**src/verilog/uart_pkg.sv**
```systemverilog
`default_nettype none

package uart_pkg;

	// A frame is a start bit, the data MSB first, even parity and the stop bits
	localparam int DATA_BITS = 8;
	localparam int STOP_BITS = 2;
	localparam int FRAME_BITS = 1 + DATA_BITS + 1 + STOP_BITS;

	// Clocks per serial bit must be even and at least 4 so the receiver has a mid-bit point
	localparam int CLKS_PER_BIT = 4;

	// Counter widths
	localparam int CLK_CNT_W = $clog2(CLKS_PER_BIT);
	localparam int BIT_CNT_W = $clog2(FRAME_BITS);

	// Transmit controller states
	typedef enum logic [1:0] {
		TX_IDLE     = 2'b00,
		TX_WAIT_CTS = 2'b01,
		TX_SEND     = 2'b10
	} tx_state_t;

	// Receive sampler states
	typedef enum logic [1:0] {
		RX_IDLE  = 2'b00,
		RX_START = 2'b01,
		RX_BITS  = 2'b10
	} rx_state_t;

endpackage

`default_nettype wire

```
**src/verilog/rx_frame_sampler.sv**
```systemverilog
`timescale 1ns/10ps
`default_nettype none

module rx_frame_sampler (
	input  logic                           Clk,
	input  logic                           Rst,
	input  logic                           rx,
	output logic [uart_pkg::DATA_BITS-1:0] rx_data,
	output logic                           rx_valid,
	output logic                           rx_parity_err,
	output logic                           rx_frame_err
);

	import uart_pkg::*;

	logic rx_meta;
	logic rx_sync;
	logic rx_prev;

	rx_state_t            state;
	logic [CLK_CNT_W-1:0] clk_cnt;
	logic [BIT_CNT_W-1:0] bit_cnt;
	logic                 last_bit;

	// The register keeps every bit after the start bit except the one being sampled
	logic [FRAME_BITS-3:0] shreg;
	logic [FRAME_BITS-2:0] shreg_next;

	// Two-flop synchronizer plus one more stage for edge detection
	always_ff @(posedge Clk or posedge Rst) begin
		if (Rst) begin
			rx_meta <= 1'b1;
			rx_sync <= 1'b1;
			rx_prev <= 1'b1;
		end else begin
			rx_meta <= rx;
			rx_sync <= rx_meta;
			rx_prev <= rx_sync;
		end
	end

	assign shreg_next = {shreg, rx_sync};
	assign last_bit   = (bit_cnt == BIT_CNT_W'(FRAME_BITS - 2));

	// Sequencing
	always_ff @(posedge Clk or posedge Rst) begin
		if (Rst) begin
			state         <= RX_IDLE;
			clk_cnt       <= '0;
			bit_cnt       <= '0;
			rx_valid      <= 1'b0;
			rx_parity_err <= 1'b0;
			rx_frame_err  <= 1'b0;
		end else begin
			rx_valid <= 1'b0;
			unique case (state)
				RX_IDLE: begin
					if (rx_prev && !rx_sync) begin
						// The edge is seen one clock into the start bit
						state   <= RX_START;
						clk_cnt <= CLK_CNT_W'(1);
					end
				end
				RX_START: begin
					if (clk_cnt == CLK_CNT_W'(CLKS_PER_BIT / 2 - 1)) begin
						clk_cnt <= '0;
						bit_cnt <= '0;
						// A start bit that is high again by mid-bit was a glitch
						state <= rx_sync ? RX_IDLE : RX_BITS;
					end else begin
						clk_cnt <= clk_cnt + 1'b1;
					end
				end
				RX_BITS: begin
					if (clk_cnt == CLK_CNT_W'(CLKS_PER_BIT - 1)) begin
						clk_cnt <= '0;
						bit_cnt <= bit_cnt + 1'b1;
						if (last_bit) begin
							state         <= RX_IDLE;
							rx_valid      <= 1'b1;
							rx_parity_err <= (^shreg_next[FRAME_BITS-2 -: DATA_BITS])
								!= shreg_next[STOP_BITS];
							rx_frame_err  <= ~&shreg_next[STOP_BITS-1:0];
						end
					end else begin
						clk_cnt <= clk_cnt + 1'b1;
					end
				end
				default: begin
					state <= RX_IDLE;
				end
			endcase
		end
	end

	// Sampled bits and the received byte
	always_ff @(posedge Clk) begin
		if (state == RX_BITS && clk_cnt == CLK_CNT_W'(CLKS_PER_BIT - 1)) begin
			shreg <= shreg_next[FRAME_BITS-3:0];
			if (last_bit) begin
				rx_data <= shreg_next[FRAME_BITS-2 -: DATA_BITS];
			end
		end
	end

endmodule

`default_nettype wire

```
**src/verilog/tx_control.sv**
```systemverilog
`timescale 1ns/10ps
`default_nettype none

module tx_control (
	input  logic Clk,
	input  logic Rst,
	input  logic tx_start,
	input  logic cts,
	input  logic frame_done,
	output logic load,
	output logic go,
	output logic tx_busy
);

	import uart_pkg::*;

	tx_state_t state;
	tx_state_t state_next;

	// State register
	always_ff @(posedge Clk or posedge Rst) begin
		if (Rst) begin
			state <= TX_IDLE;
		end else begin
			state <= state_next;
		end
	end

	// Next state
	always_comb begin
		state_next = state;
		unique case (state)
			TX_IDLE: begin
				// Requests are only taken here and a strobe while busy is dropped
				if (tx_start) begin
					state_next = TX_WAIT_CTS;
				end
			end
			TX_WAIT_CTS: begin
				if (cts) begin
					state_next = TX_SEND;
				end
			end
			TX_SEND: begin
				// CTS is no longer looked at once the frame is on the line
				if (frame_done) begin
					state_next = TX_IDLE;
				end
			end
			default: begin
				state_next = TX_IDLE;
			end
		endcase
	end

	// Load captures the byte in the same cycle as the accepted request
	assign load = (state == TX_IDLE) && tx_start;

	// Go fires in the first cycle CTS is seen high while waiting
	assign go = (state == TX_WAIT_CTS) && cts;

	// Busy covers both the CTS wait and the frame itself
	assign tx_busy = (state != TX_IDLE);

endmodule

`default_nettype wire

```
**src/verilog/tx_frame_shifter.sv**
```systemverilog
`timescale 1ns/10ps
`default_nettype none

module tx_frame_shifter (
	input  logic                           Clk,
	input  logic                           Rst,
	input  logic                           load,
	input  logic                           go,
	input  logic [uart_pkg::DATA_BITS-1:0] tx_data,
	output logic                           tx,
	output logic                           frame_done
);

	import uart_pkg::*;

	logic [FRAME_BITS-1:0] frame_q;
	logic                  active;
	logic [CLK_CNT_W-1:0]  clk_cnt;
	logic [BIT_CNT_W-1:0]  bit_idx;
	logic                  period_end;

	// The parity bit makes the data plus parity an even count of ones
	always_ff @(posedge Clk) begin
		if (load) begin
			frame_q <= {1'b0, tx_data, ^tx_data, {STOP_BITS{1'b1}}};
		end
	end

	assign period_end = (clk_cnt == CLK_CNT_W'(CLKS_PER_BIT - 1));

	// The bit index walks from the start bit down to the last stop bit
	always_ff @(posedge Clk or posedge Rst) begin
		if (Rst) begin
			tx      <= 1'b1;
			active  <= 1'b0;
			clk_cnt <= '0;
			bit_idx <= '0;
		end else begin
			if (go && !active) begin
				active  <= 1'b1;
				clk_cnt <= '0;
				bit_idx <= BIT_CNT_W'(FRAME_BITS - 1);
				tx      <= frame_q[FRAME_BITS-1];
			end else if (active) begin
				if (period_end) begin
					clk_cnt <= '0;
					if (bit_idx == '0) begin
						// Last stop bit has had its full period so the line goes quiet
						active <= 1'b0;
						tx     <= 1'b1;
					end else begin
						bit_idx <= bit_idx - 1'b1;
						tx      <= frame_q[bit_idx - 1'b1];
					end
				end else begin
					clk_cnt <= clk_cnt + 1'b1;
				end
			end
		end
	end

	// High in the final clock of the last stop bit
	assign frame_done = active && period_end && (bit_idx == '0);

endmodule

`default_nettype wire

```
**src/verilog/uart_top.sv**
```systemverilog
`timescale 1ns/10ps
`default_nettype none

module uart_top (
	input  logic                           Clk,
	input  logic                           Rst,
	input  logic                           tx_start,
	input  logic [uart_pkg::DATA_BITS-1:0] tx_data,
	input  logic                           cts,
	output logic                           tx,
	output logic                           tx_busy,
	input  logic                           rx,
	output logic [uart_pkg::DATA_BITS-1:0] rx_data,
	output logic                           rx_valid,
	output logic                           rx_parity_err,
	output logic                           rx_frame_err
);

	logic load;
	logic go;
	logic frame_done;

	// Transmit sequencing and request handling
	tx_control tx_control_i (
		.Clk        (Clk),
		.Rst        (Rst),
		.tx_start   (tx_start),
		.cts        (cts),
		.frame_done (frame_done),
		.load       (load),
		.go         (go),
		.tx_busy    (tx_busy)
	);

	// Transmit datapath
	tx_frame_shifter tx_frame_shifter_i (
		.Clk        (Clk),
		.Rst        (Rst),
		.load       (load),
		.go         (go),
		.tx_data    (tx_data),
		.tx         (tx),
		.frame_done (frame_done)
	);

	// Receiver runs on its own
	rx_frame_sampler rx_frame_sampler_i (
		.Clk           (Clk),
		.Rst           (Rst),
		.rx            (rx),
		.rx_data       (rx_data),
		.rx_valid      (rx_valid),
		.rx_parity_err (rx_parity_err),
		.rx_frame_err  (rx_frame_err)
	);

endmodule

`default_nettype wire
```
**config.mk**
```make
export PLATFORM = sky130hd
export DESIGN_NAME = uart_top
export DESIGN_NICKNAME = d
export VERILOG_FILES = /design/src/verilog/uart_pkg.sv /design/src/verilog/rx_frame_sampler.sv /design/src/verilog/tx_control.sv /design/src/verilog/tx_frame_shifter.sv /design/src/verilog/uart_top.sv
export SDC_FILE = /design/constraint.sdc
export NUM_CORES = 1
export LEC_CHECK = 0
export ABC_AREA = 1
export BUFFER_PORTS_ARGS = -buffer_cell sky130_fd_sc_hd__buf_4
export CORE_MARGIN = 5
export CORE_UTILIZATION = 55
export CTS_CLUSTER_DIAMETER = 30
export DETAILED_ROUTE_END_ITERATION = 6
export PLACE_DENSITY_LB_ADDON = 0.1
export SLEW_MARGIN = 20
export SYNTH_ARGS = -nofsm -noshare
export SYNTH_HDL_FRONTEND = slang
export SYNTH_SLANG_ARGS = --single-unit
```
**constraint.sdc**
```tcl
create_clock -name Clk -period 1.7 [get_ports Clk]
set_input_delay 0.17 -clock Clk [delete_from_list [all_inputs] [get_ports Clk]]
set_output_delay 0.17 -clock Clk [all_outputs]
set_load 0.005 [all_outputs]
```
=== Word level (Yosys, flattened, before mapping) ===
Index checks and enable logic that the tools add are counted.

* Register bits after elaboration: 51
* Bits of input ports: 13
* Logic and storage cells: 104
* Output and inout bits: 13

* Add/sub/neg operators: 4
* $lt $le $gt $ge: 1
* Reduce and logical (&&, ||, !) cells: 29
* Muxes and demuxes: 36
* Eq/ne operators: 17

{| class="wikitable"
|+ Operators by type and width
! kind !! number
|-
| $mux 2 || 13
|-
| $mux 4 || 6
|-
| $pmux 2 s3 || 3
|-
| $reduce_xor 8->1 || 2
|-
| $mux 1 || 12
|-
| $reduce_and 3->1 || 4
|-
| $ne 2x1->1 const B || 5
|-
| $eq 2x2->1 const B || 4
|-
| $pmux 4 s2 || 1
|-
| $reduce_and 2->1 || 4
|-
| $reduce_bool 2->1 || 4
|-
| $logic_and 1x1->1 || 7
|-
| $eq 2x1->1 const B || 3
|-
| $ne 2x2->1 const B || 3
|-
| $lt 4x5->1 const B || 1
|-
| $add 2x1->2 const B || 2
|-
| $add 4x1->4 const B || 1
|-
| $bmux 1 s4 || 1
|-
| $eq 4x4->1 const B || 1
|-
| $logic_not 2->1 || 2
|-
| $logic_not 4->1 || 1
|-
| $reduce_and 4->1 || 1
|-
| $sub 4x1->4 const B || 1
|-
| $logic_not 1->1 || 3
|-
| other kinds (2) || 2
|}

=== Longest topological paths before layout ===
Gate-level depths: netlist (run 1).

* Depth after elaboration: 7
* Mapped depth: 11
* Depth with buffers taken out: 10

=== Hierarchy ===
A second synthesis (run 1) with hierarchy kept.

* Cells, all modules: 242
* Area total of the unflattened synthesis: 2449.8 um2

{| class="wikitable"
|+ Modules (own cells, without submodules)
! module !! area each (um2) !! sequential area each (um2) !! cells each !! instances
|-
| rx_frame_sampler || 1480.2 || 894.6 || 135 || 1
|-
| tx_frame_shifter || 857.1 || 471.7 || 90 || 1
|-
| tx_control || 112.6 || 50.0 || 17 || 1
|}

=== Worst setup path before layout (run 1) ===
No wires, ideal clock.

* Path kind: register to register
* Start point: reg rx_frame_sampler_i.state[0]
* End point: reg rx_frame_sampler_i.rx_data[0] (netlist name), enable pin
* Buffers on the path: 0
* Path slack: 199 ps
* Cell stages (with the launch flop): 5
* Arrival: 1149 ps
* Setup time: 352 ps
* Cell sequence: dfrtp_1 > inv_1 > ha_1 > nand2_1 > nor2_2

* Word-level cells in the longest chain between the ends: 3

{| class="wikitable"
|+ Ends and longest elaborated chain
! item !! line !! text
|-
| start: declaration || rx_frame_sampler.sv:20 || <nowiki>rx_state_t state;</nowiki>
|-
| start signal: assignment || rx_frame_sampler.sv:69 || <nowiki>state <= rx_sync ? RX_IDLE : RX_BITS;</nowiki>
|-
| $eq 2x2->1 || rx_frame_sampler.sv:98 || <nowiki>if (state == RX_BITS && clk_cnt == CLK_CNT_W'(CLKS_PER_BIT - 1)) begin</nowiki>
|-
| $logic_and 1x1->1 || rx_frame_sampler.sv:98 ||
|-
| $reduce_and 2->1 (no source line) || -- ||
|-
| end signal: assignment || rx_frame_sampler.sv:101 || <nowiki>rx_data <= shreg_next[FRAME_BITS-2 -: DATA_BITS];</nowiki>
|-
| end: declaration || rx_frame_sampler.sv:8 || <nowiki>output logic [uart_pkg::DATA_BITS-1:0] rx_data,</nowiki>
|}

Every way passes these cells.
A chain may end at the register's enable or synchronous reset.

=== Worst setup path after layout (run 1) ===
* Start point: reg rx_frame_sampler_i.state[0]
* End point: reg rx_frame_sampler_i.shreg[5], enable pin

* Word-level cells in the longest chain between the ends: 2

{| class="wikitable"
|+ Ends and longest elaborated chain
! item !! line !! text
|-
| $eq 2x2->1 || rx_frame_sampler.sv:98 ||
|-
| $logic_and 1x1->1 || rx_frame_sampler.sv:98 ||
|-
| end signal: assignment || rx_frame_sampler.sv:99 || <nowiki>shreg <= shreg_next[FRAME_BITS-3:0];</nowiki>
|-
| end: declaration || rx_frame_sampler.sv:26 || <nowiki>logic [FRAME_BITS-3:0] shreg;</nowiki>
|}

Every way passes these cells.

==> qor.txt, run 1 <==
Syn Std Cell Area - 2370 sq um
Post-DP HPWL - 2830 microns
most common library cell in the layout ignoring fill and taps - sky130_fd_sc_hd__nand2_1
worst setup path startpoint - rx_frame_sampler_i.state[0]$_DFFE_PP0P_
number of buffers added for setup after CTS - 0
clock tree from TritonCTS - built
post-synthesis average cell area - 10.4 sq um
Critical path destination - rx_frame_sampler_i.shreg[5]$_DFFE_PP_
n_diodes - 0
Pre-Repair DR Iteration Count - 4
path type of the worst min-delay path - input pin to flop
synthesized net count - 253
number of gates resized after CTS - 0
data required time of the critical path - 1.67 ns
area overhead of the layout relative to synthesis - 17.6%
hold_buf cts - 2
final wirelength - 3670 microns
power density normalized to cell area - 1450 nW/um^2
Reg2Reg Depth - 4
Core Rows - 23
clk_skew - 0.00322 ns
RePlAce Congestion - 0.807
nets@finish - 290
start of the worst register-to-register path - rx_frame_sampler_i.state[0]$_DFFE_PP0P_
count of input and output buffers - 25
most used cells in the layout excluding fill and tap cells - sky130_fd_sc_hd__nand2_1 (50), sky130_fd_sc_hd__inv_1 (29), sky130_fd_sc_hd__buf_4 (29), sky130_fd_sc_hd__edfxtp_1 (27), sky130_fd_sc_hd__dfrtp_1 (20)
post-synthesis register bit count - 51
Post-synth EDFFs - 27
cell chosen for the clock root - sky130_fd_sc_hd__clkbuf_8
Crit-path slowest cell - sky130_fd_sc_hd__dfrtp_1
share of layout cells above drive strength 1 - 19.9%
met1 track demand over resource in global routing - 17.3%
Std-Cell Core Area - 4090 sq um
leak pwr - 0.00130 uW
DR WL/cell - 11.6 microns
number of global-route vias before repair - 1,540
number of failing hold endpoints at the final stage - 0
CP Depth - 4
clock slew at reported path FFs - 0.09 ns
GRT Util Overall - 14.9%
CP arrival - 1.47 ns
count of vias placed by the detailed router - 1,583
Primary FF master, synth - sky130_fd_sc_hd__edfxtp_1
synthesis warning total - 0
Max Root-Sink Buffers - 2
latest clock arrival within the worst-skew pair - 0.30 ns
TritonCTS Buffers - 5
share of the clock period used by the worst path after layout - 88.5%
run status - finished, final reports clean
count of maximum capacitance violations - 0
crit-path max FO - 10
met2 track utilization from global routing - 26.0%
layer with the highest usage - met2
RSZ-0062 raised after global routing - false
IO Pins - 26
Max-Slew Margin vs Limit - 76.9%
sequential element share of the synthesized area - 59.8%
H-tree depth - 2
slew of the pin with the lowest slew margin - 0.347 ns
Initial Util - 58.0%
CTS sink cnt - 51
critical path class - flop to flop
stage delay of the slowest cell on the critical path - 0.40 ns
first-pass GRT wire length - 6450 microns
met3 track utilization from global routing - 4.35%
number of failing setup endpoints in the final timing report - 0
Min Clock Period, post-route - 1.50 ns
crit-path most repeated cell - sky130_fd_sc_hd__inv_1
total gr overflow - 0
post-DR vias/cell - 5.01
die height - 75.6 microns
count of different cell masters after synthesis - 32
ordered cell list for the critical path - inv_1 > ha_1 > nand2_1 > inv_1
buffering stage count on the worst path with inverters included - 2
element type at the critical path start - flop
final max-slew violation count - 0
Post-Route Setup TNS - 0 ns
Max VDD drop - 0.743 mV
Initial DRC Count - 57
Final ANT Viol Nets - 0
cell class contributing the biggest share of worst-path delay - flip-flops
fraction of registers with async set or reset after synthesis - 47.1%
antenna violations before repair - 0
number of DRC violations after detailed routing - 0
Horiz. Die Dim - 75.6 microns
worst-case register-to-register setup slack - 0.20 ns
Worst R2R End - rx_frame_sampler_i.shreg[5]$_DFFE_PP_
die area - 5720 sq um
synthesized instance count - 228
post-layout total power - 4040 uW
maximum operating frequency - 665 MHz
type of element capturing the critical path - flop
maximum number of pins on one net before global-route repair - 25
## flip-flops by register name (all words and copies together) (netlist names)
signal                            count
rx_frame_sampler_i.bit_cnt            4
rx_frame_sampler_i.clk_cnt            2
rx_frame_sampler_i.rx_data            8
rx_frame_sampler_i.rx_frame_err       1
rx_frame_sampler_i.rx_meta            1
rx_frame_sampler_i.rx_parity_err      1
rx_frame_sampler_i.rx_prev            1
rx_frame_sampler_i.rx_sync            1
rx_frame_sampler_i.rx_valid           1
rx_frame_sampler_i.shreg             10
rx_frame_sampler_i.state              2
tx_control_i.state                    2
tx_frame_shifter_i.active             1
tx_frame_shifter_i.bit_idx            4
tx_frame_shifter_i.clk_cnt            2
tx_frame_shifter_i.frame_q            9
tx_frame_shifter_i.tx                 1
## worst register-to-register path, cell delays in order (launching register included)
cell and delay (ns):
sky130_fd_sc_hd__dfrtp_1 0.40, sky130_fd_sc_hd__inv_1 0.10, sky130_fd_sc_hd__ha_1 0.24, sky130_fd_sc_hd__nand2_1 0.13, sky130_fd_sc_hd__inv_1 0.29
## metal layers
layer | part of all wire (%) | up-vias
met5 | 0 | -
met4 | 1.3 | 0
met3 | 5.0 | 7
met2 | 50 | 28
met1 | 44 | 736
li1 | - | 812
## cell usage after synthesis (4+ instances only)
cell type,number,area [sq um]
sky130_fd_sc_hd__dfrtp_1,20,500
sky130_fd_sc_hd__nand2_1,50,188
sky130_fd_sc_hd__edfxtp_1,27,811
sky130_fd_sc_hd__xnor2_1,6,52.6
sky130_fd_sc_hd__inv_1,29,109
sky130_fd_sc_hd__nor2_1,17,63.8
sky130_fd_sc_hd__inv_2,4,15.0
sky130_fd_sc_hd__a21oi_1,4,20.0
sky130_fd_sc_hd__o21ai_1,6,30.0
sky130_fd_sc_hd__ha_1,12,150
sky130_fd_sc_hd__dfstp_2,4,105
sky130_fd_sc_hd__nand3_1,18,90.1
## per-stage QoR
step | utilization (%) | instance area [sq um] | std cells | setup slack [ns] | hold slack (ns)
after global routing | 68.2 | 2790 | 316 | 0.0560 | 0.0405
after CTS | 68.2 | 2790 | 316 | 0.176 | 0.0506
after global placement | 64.5 | 2640 | 306 | 0.223 | 0.239
final | 68.2 | 2790 | 316 | 0.196 | 0.0606
after detailed placement | 64.5 | 2640 | 306 | 0.177 | 0.247
after floorplan | - | 2370 | 228 | 0.199 | 0.174
## area by class of cell
| type | count | area (sq um) |
|---|---|---|
| Clock buffer | 7 | 97.6 |
| Clock inverter | 1 | 30.0 |
| Fill cell | 334 | 1300 |
| Inverter | 36 | 139 |
| Multi-Input combinational cell | 140 | 802 |
| Sequential cell | 51 | 1420 |
| Tap cell | 50 | 62.6 |
| Timing Repair Buffer | 31 | 238 |
## worst min path at each step
stage / start / endpoint / slack (ns) / cells past startpoint
after floorplan: rx / rx_frame_sampler_i.rx_meta$_DFF_PP1_ / 0.17 / 0
after global placement: Rst / tx_frame_shifter_i.clk_cnt[0]$_DFFE_PP0P_ / 0.24 / 3
after detailed placement: Rst / tx_frame_shifter_i.active$_DFF_PP0_ / 0.25 / 3
after CTS: tx_data[4] / tx_frame_shifter_i.frame_q[7]$_DFFE_PP_ / 0.05 / 1
after global routing: tx_data[3] / tx_frame_shifter_i.frame_q[6]$_DFFE_PP_ / 0.04 / 1
final: tx_data[4] / tx_frame_shifter_i.frame_q[7]$_DFFE_PP_ / 0.06 / 1
## kinds of logic (layout without fill, tap and decap cells)
group | after synthesis | in the layout | share of synthesized area, %
buffers and inverters | 37 | 75 | 6.34
adders and majority gates | 12 | 12 | 6.34
DFF | 51 | 51 | 59.8
AOI/OAI and AO/OA | 22 | 22 | 5.81
xor gates and xnor gates | 10 | 10 | 4.02
and+or+nand+nor | 96 | 96 | 17.7
## report_power, final
group | internal, uW | switching, uW
clock | 529 | 378
sequential | 1550 | 150
combinational | 586 | 850
Note: power is estimated with default switching activity, not from simulation.
==> run 2, diff against run 1 <==
CTS_BUF_LIST = sky130_fd_sc_hd__clkbuf_8   (was not set)
GPL_TIMING_DRIVEN = 1   (was not set)
clock period = 1.4 ns   (was 1.7 ns; I/O delays follow)
==> run 2 against run 1 <==
Against the previous run:
- non-clock buffer count rose by 15
- core utilization up 4.9 points
- final cell count is 4.7% higher
- sequential share of layout area is 3.4 points lower
- critical path type unchanged
- critical endpoint is now rx_frame_sampler_i.bit_cnt[2]$_DFFE_PP0P_
- largest cell class unchanged
==> qor.txt, run 2 (synthesis gave the netlist of run 1 again) <==
register ranked first by flip-flop count - rx_frame_sampler_i.shreg
Pre-Repair DR Iteration Count - 4
H-tree depth - 2
Final ANT Viol Nets - 0
clk_skew - 0.0131 ns
number of failing setup endpoints in the final timing report - 0
area overhead of the layout relative to synthesis - 26.1%
final max-slew violation count - 0
total gr overflow - 0
ordered cell list for the critical path - inv_2 > ha_2 > inv_1 > nor2_2 > nand3_1 > o21ai_1 > nor2_1
number of failing hold endpoints at the final stage - 0
nets@finish - 305
share of layout cells above drive strength 1 - 30.2%
Post-Route Setup TNS - 0 ns
Max Root-Sink Buffers - 2
clock slew at reported path FFs - 0.09 ns
die area - 5720 sq um
leak pwr - 0.00136 uW
CP arrival - 1.59 ns
share of the core filled with cells in the final layout - 73.1%
Initial DRC Count - 74
antenna violations before repair - 0
total placed cells including tap cells - 316
n_diodes - 0
crit-path max FO - 3
IO Pins - 26
CTS sink cnt - 51
post-layout total power - 5260 uW
RePlAce Congestion - 0.760
registers with the most flip-flops - rx_frame_sampler_i.shreg (10), tx_frame_shifter_i.frame_q (9), rx_frame_sampler_i.rx_data (8)
first-pass GRT wire length - 6640 microns
power density normalized to cell area - 1760 nW/um^2
area of all placed cells without fillers - 2990 sq um
clock tree from TritonCTS - built
latest clock arrival within the worst-skew pair - 0.31 ns
Max VDD drop - 1.01 mV
max FFs per register - 10
critical path class - flop to flop
TritonCTS Buffers - 5
data required time of the critical path - 1.60 ns
die height - 75.6 microns
cell area reported after detailed placement - 2730 sq um
stage delay of the slowest cell on the critical path - 0.45 ns
final wirelength - 4130 microns
RSZ-0062 raised after global routing - true
run status - finished, final reports clean
Core Rows - 23
Crit-path slowest cell - sky130_fd_sc_hd__dfrtp_1
slew of the pin with the lowest slew margin - 0.297 ns
count of vias placed by the detailed router - 1,643
Max-Slew Margin vs Limit - 80.2%
most used cells in the layout excluding fill and tap cells - sky130_fd_sc_hd__nand2_1 (50), sky130_fd_sc_hd__buf_4 (41), sky130_fd_sc_hd__edfxtp_1 (27), sky130_fd_sc_hd__inv_1 (23), sky130_fd_sc_hd__dfrtp_1 (20)
post-DR vias/cell - 4.96
maximum number of pins on one net before global-route repair - 25
cell chosen for the clock root - sky130_fd_sc_hd__clkbuf_8
Post-DP HPWL - 2990 microns
Initial Util - 58.0%
Min Clock Period, post-route - 1.40 ns
number of DRC violations after detailed routing - 0
Std-Cell Core Area - 4090 sq um
Horiz. Die Dim - 75.6 microns
count of input and output buffers - 25
DR WL/cell - 12.5 microns
GRT Util Overall - 15.4%
buffering stage count on the worst path with inverters included - 2
number of global-route vias before repair - 1,600
path type of the worst min-delay path - input pin to flop
type of element capturing the critical path - flop
share of the clock period used by the worst path after layout - 99.8%
count of maximum capacitance violations - 0
cell class contributing the biggest share of worst-path delay - flip-flops
most common library cell in the layout ignoring fill and taps - sky130_fd_sc_hd__nand2_1
element type at the critical path start - flop
maximum operating frequency - 716 MHz
final cell count without fillers - 331
-- run 2: changes by cell type in the layout (fill, tap and decap cells not counted), moves of 2 or more --
cell	delta
sky130_fd_sc_hd__buf_12	+2
sky130_fd_sc_hd__buf_4	+12
sky130_fd_sc_hd__ha_1	-5
sky130_fd_sc_hd__ha_4	+4
sky130_fd_sc_hd__inv_1	-6
sky130_fd_sc_hd__inv_2	+5
sky130_fd_sc_hd__inv_6	+2
sky130_fd_sc_hd__nor2_1	-2
-- run 2: worst paths after layout --
| check | slack, ns | startpoint | depth (start not counted) | endpoint |
|---|---|---|---|---|
| max in group asynchronous | 0.67 | Rst | 4 | rx_frame_sampler_i.rx_sync$_DFF_PP1_ |
| min | 0.03 | tx_data[4] | 1 | tx_frame_shifter_i.frame_q[7]$_DFFE_PP_ |
| min reg2reg | 0.37 | rx_frame_sampler_i.rx_meta$_DFF_PP1_ | 0 | rx_frame_sampler_i.rx_sync$_DFF_PP1_ |
| min in group asynchronous | 0.43 | Rst | 4 | tx_frame_shifter_i.clk_cnt[1]$_DFFE_PP0P_ |
| max | 0.003 | rx_frame_sampler_i.state[1]$_DFFE_PP0P_ | 7 | rx_frame_sampler_i.bit_cnt[2]$_DFFE_PP0P_ |
| max reg2reg | 0.003 | rx_frame_sampler_i.state[1]$_DFFE_PP0P_ | 7 | rx_frame_sampler_i.bit_cnt[2]$_DFFE_PP0P_ |
-- run 2: stage by stage --
stage                     worst slack (ns)  hold slack, ns
final                              0.00281          0.0300
after global routing               -0.0879          0.0106
after CTS                          0.00210          0.0207
after detailed placement           -0.0124           0.211
after global placement             -0.0177           0.208
after floorplan                    -0.0144           0.144
-- run 2: area by class of cell --
| type | count | area [sq um] |
|---|---|---|
| fill | 307 | 1100 |
| timing repair buffer | 46 | 379 |
| clock buffer | 5 | 68.8 |
| multi-input combinational | 140 | 896 |
| clock inverter | 3 | 22.5 |
| sequential | 51 | 1420 |
| tap | 50 | 62.6 |
| inverter | 36 | 141 |
-- run 2: report_power, final --
part | internal [uW] | leakage (uW) | switching (uW)
sequential | 1880 | 0.000544 | 202
combinational | 1060 | 0.000767 | 1260
clock | 362 | 0.0000489 | 501
total | 3300 | 0.00136 | 1960
-- run 2: routing by layer --
metal	GRT usage [%]	share of wire, %
met1	17.2	42
met2	28.8	52
met3	3.96	5.4
met4	4.47	0.70
met5	0	0
-- run 2: timing repair --
| action | in CTS | in global routing |
|---|---|---|
| endpoints found under the hold margin | 21 | 0 |
| pin swaps | 1 | 7 |
| gates resized for setup | 1 | 23 |
| buffers inserted | 1 | 4 |
| hold buffers | 2 | 0 |
| setup endpoints to repair | 10 | 18 |
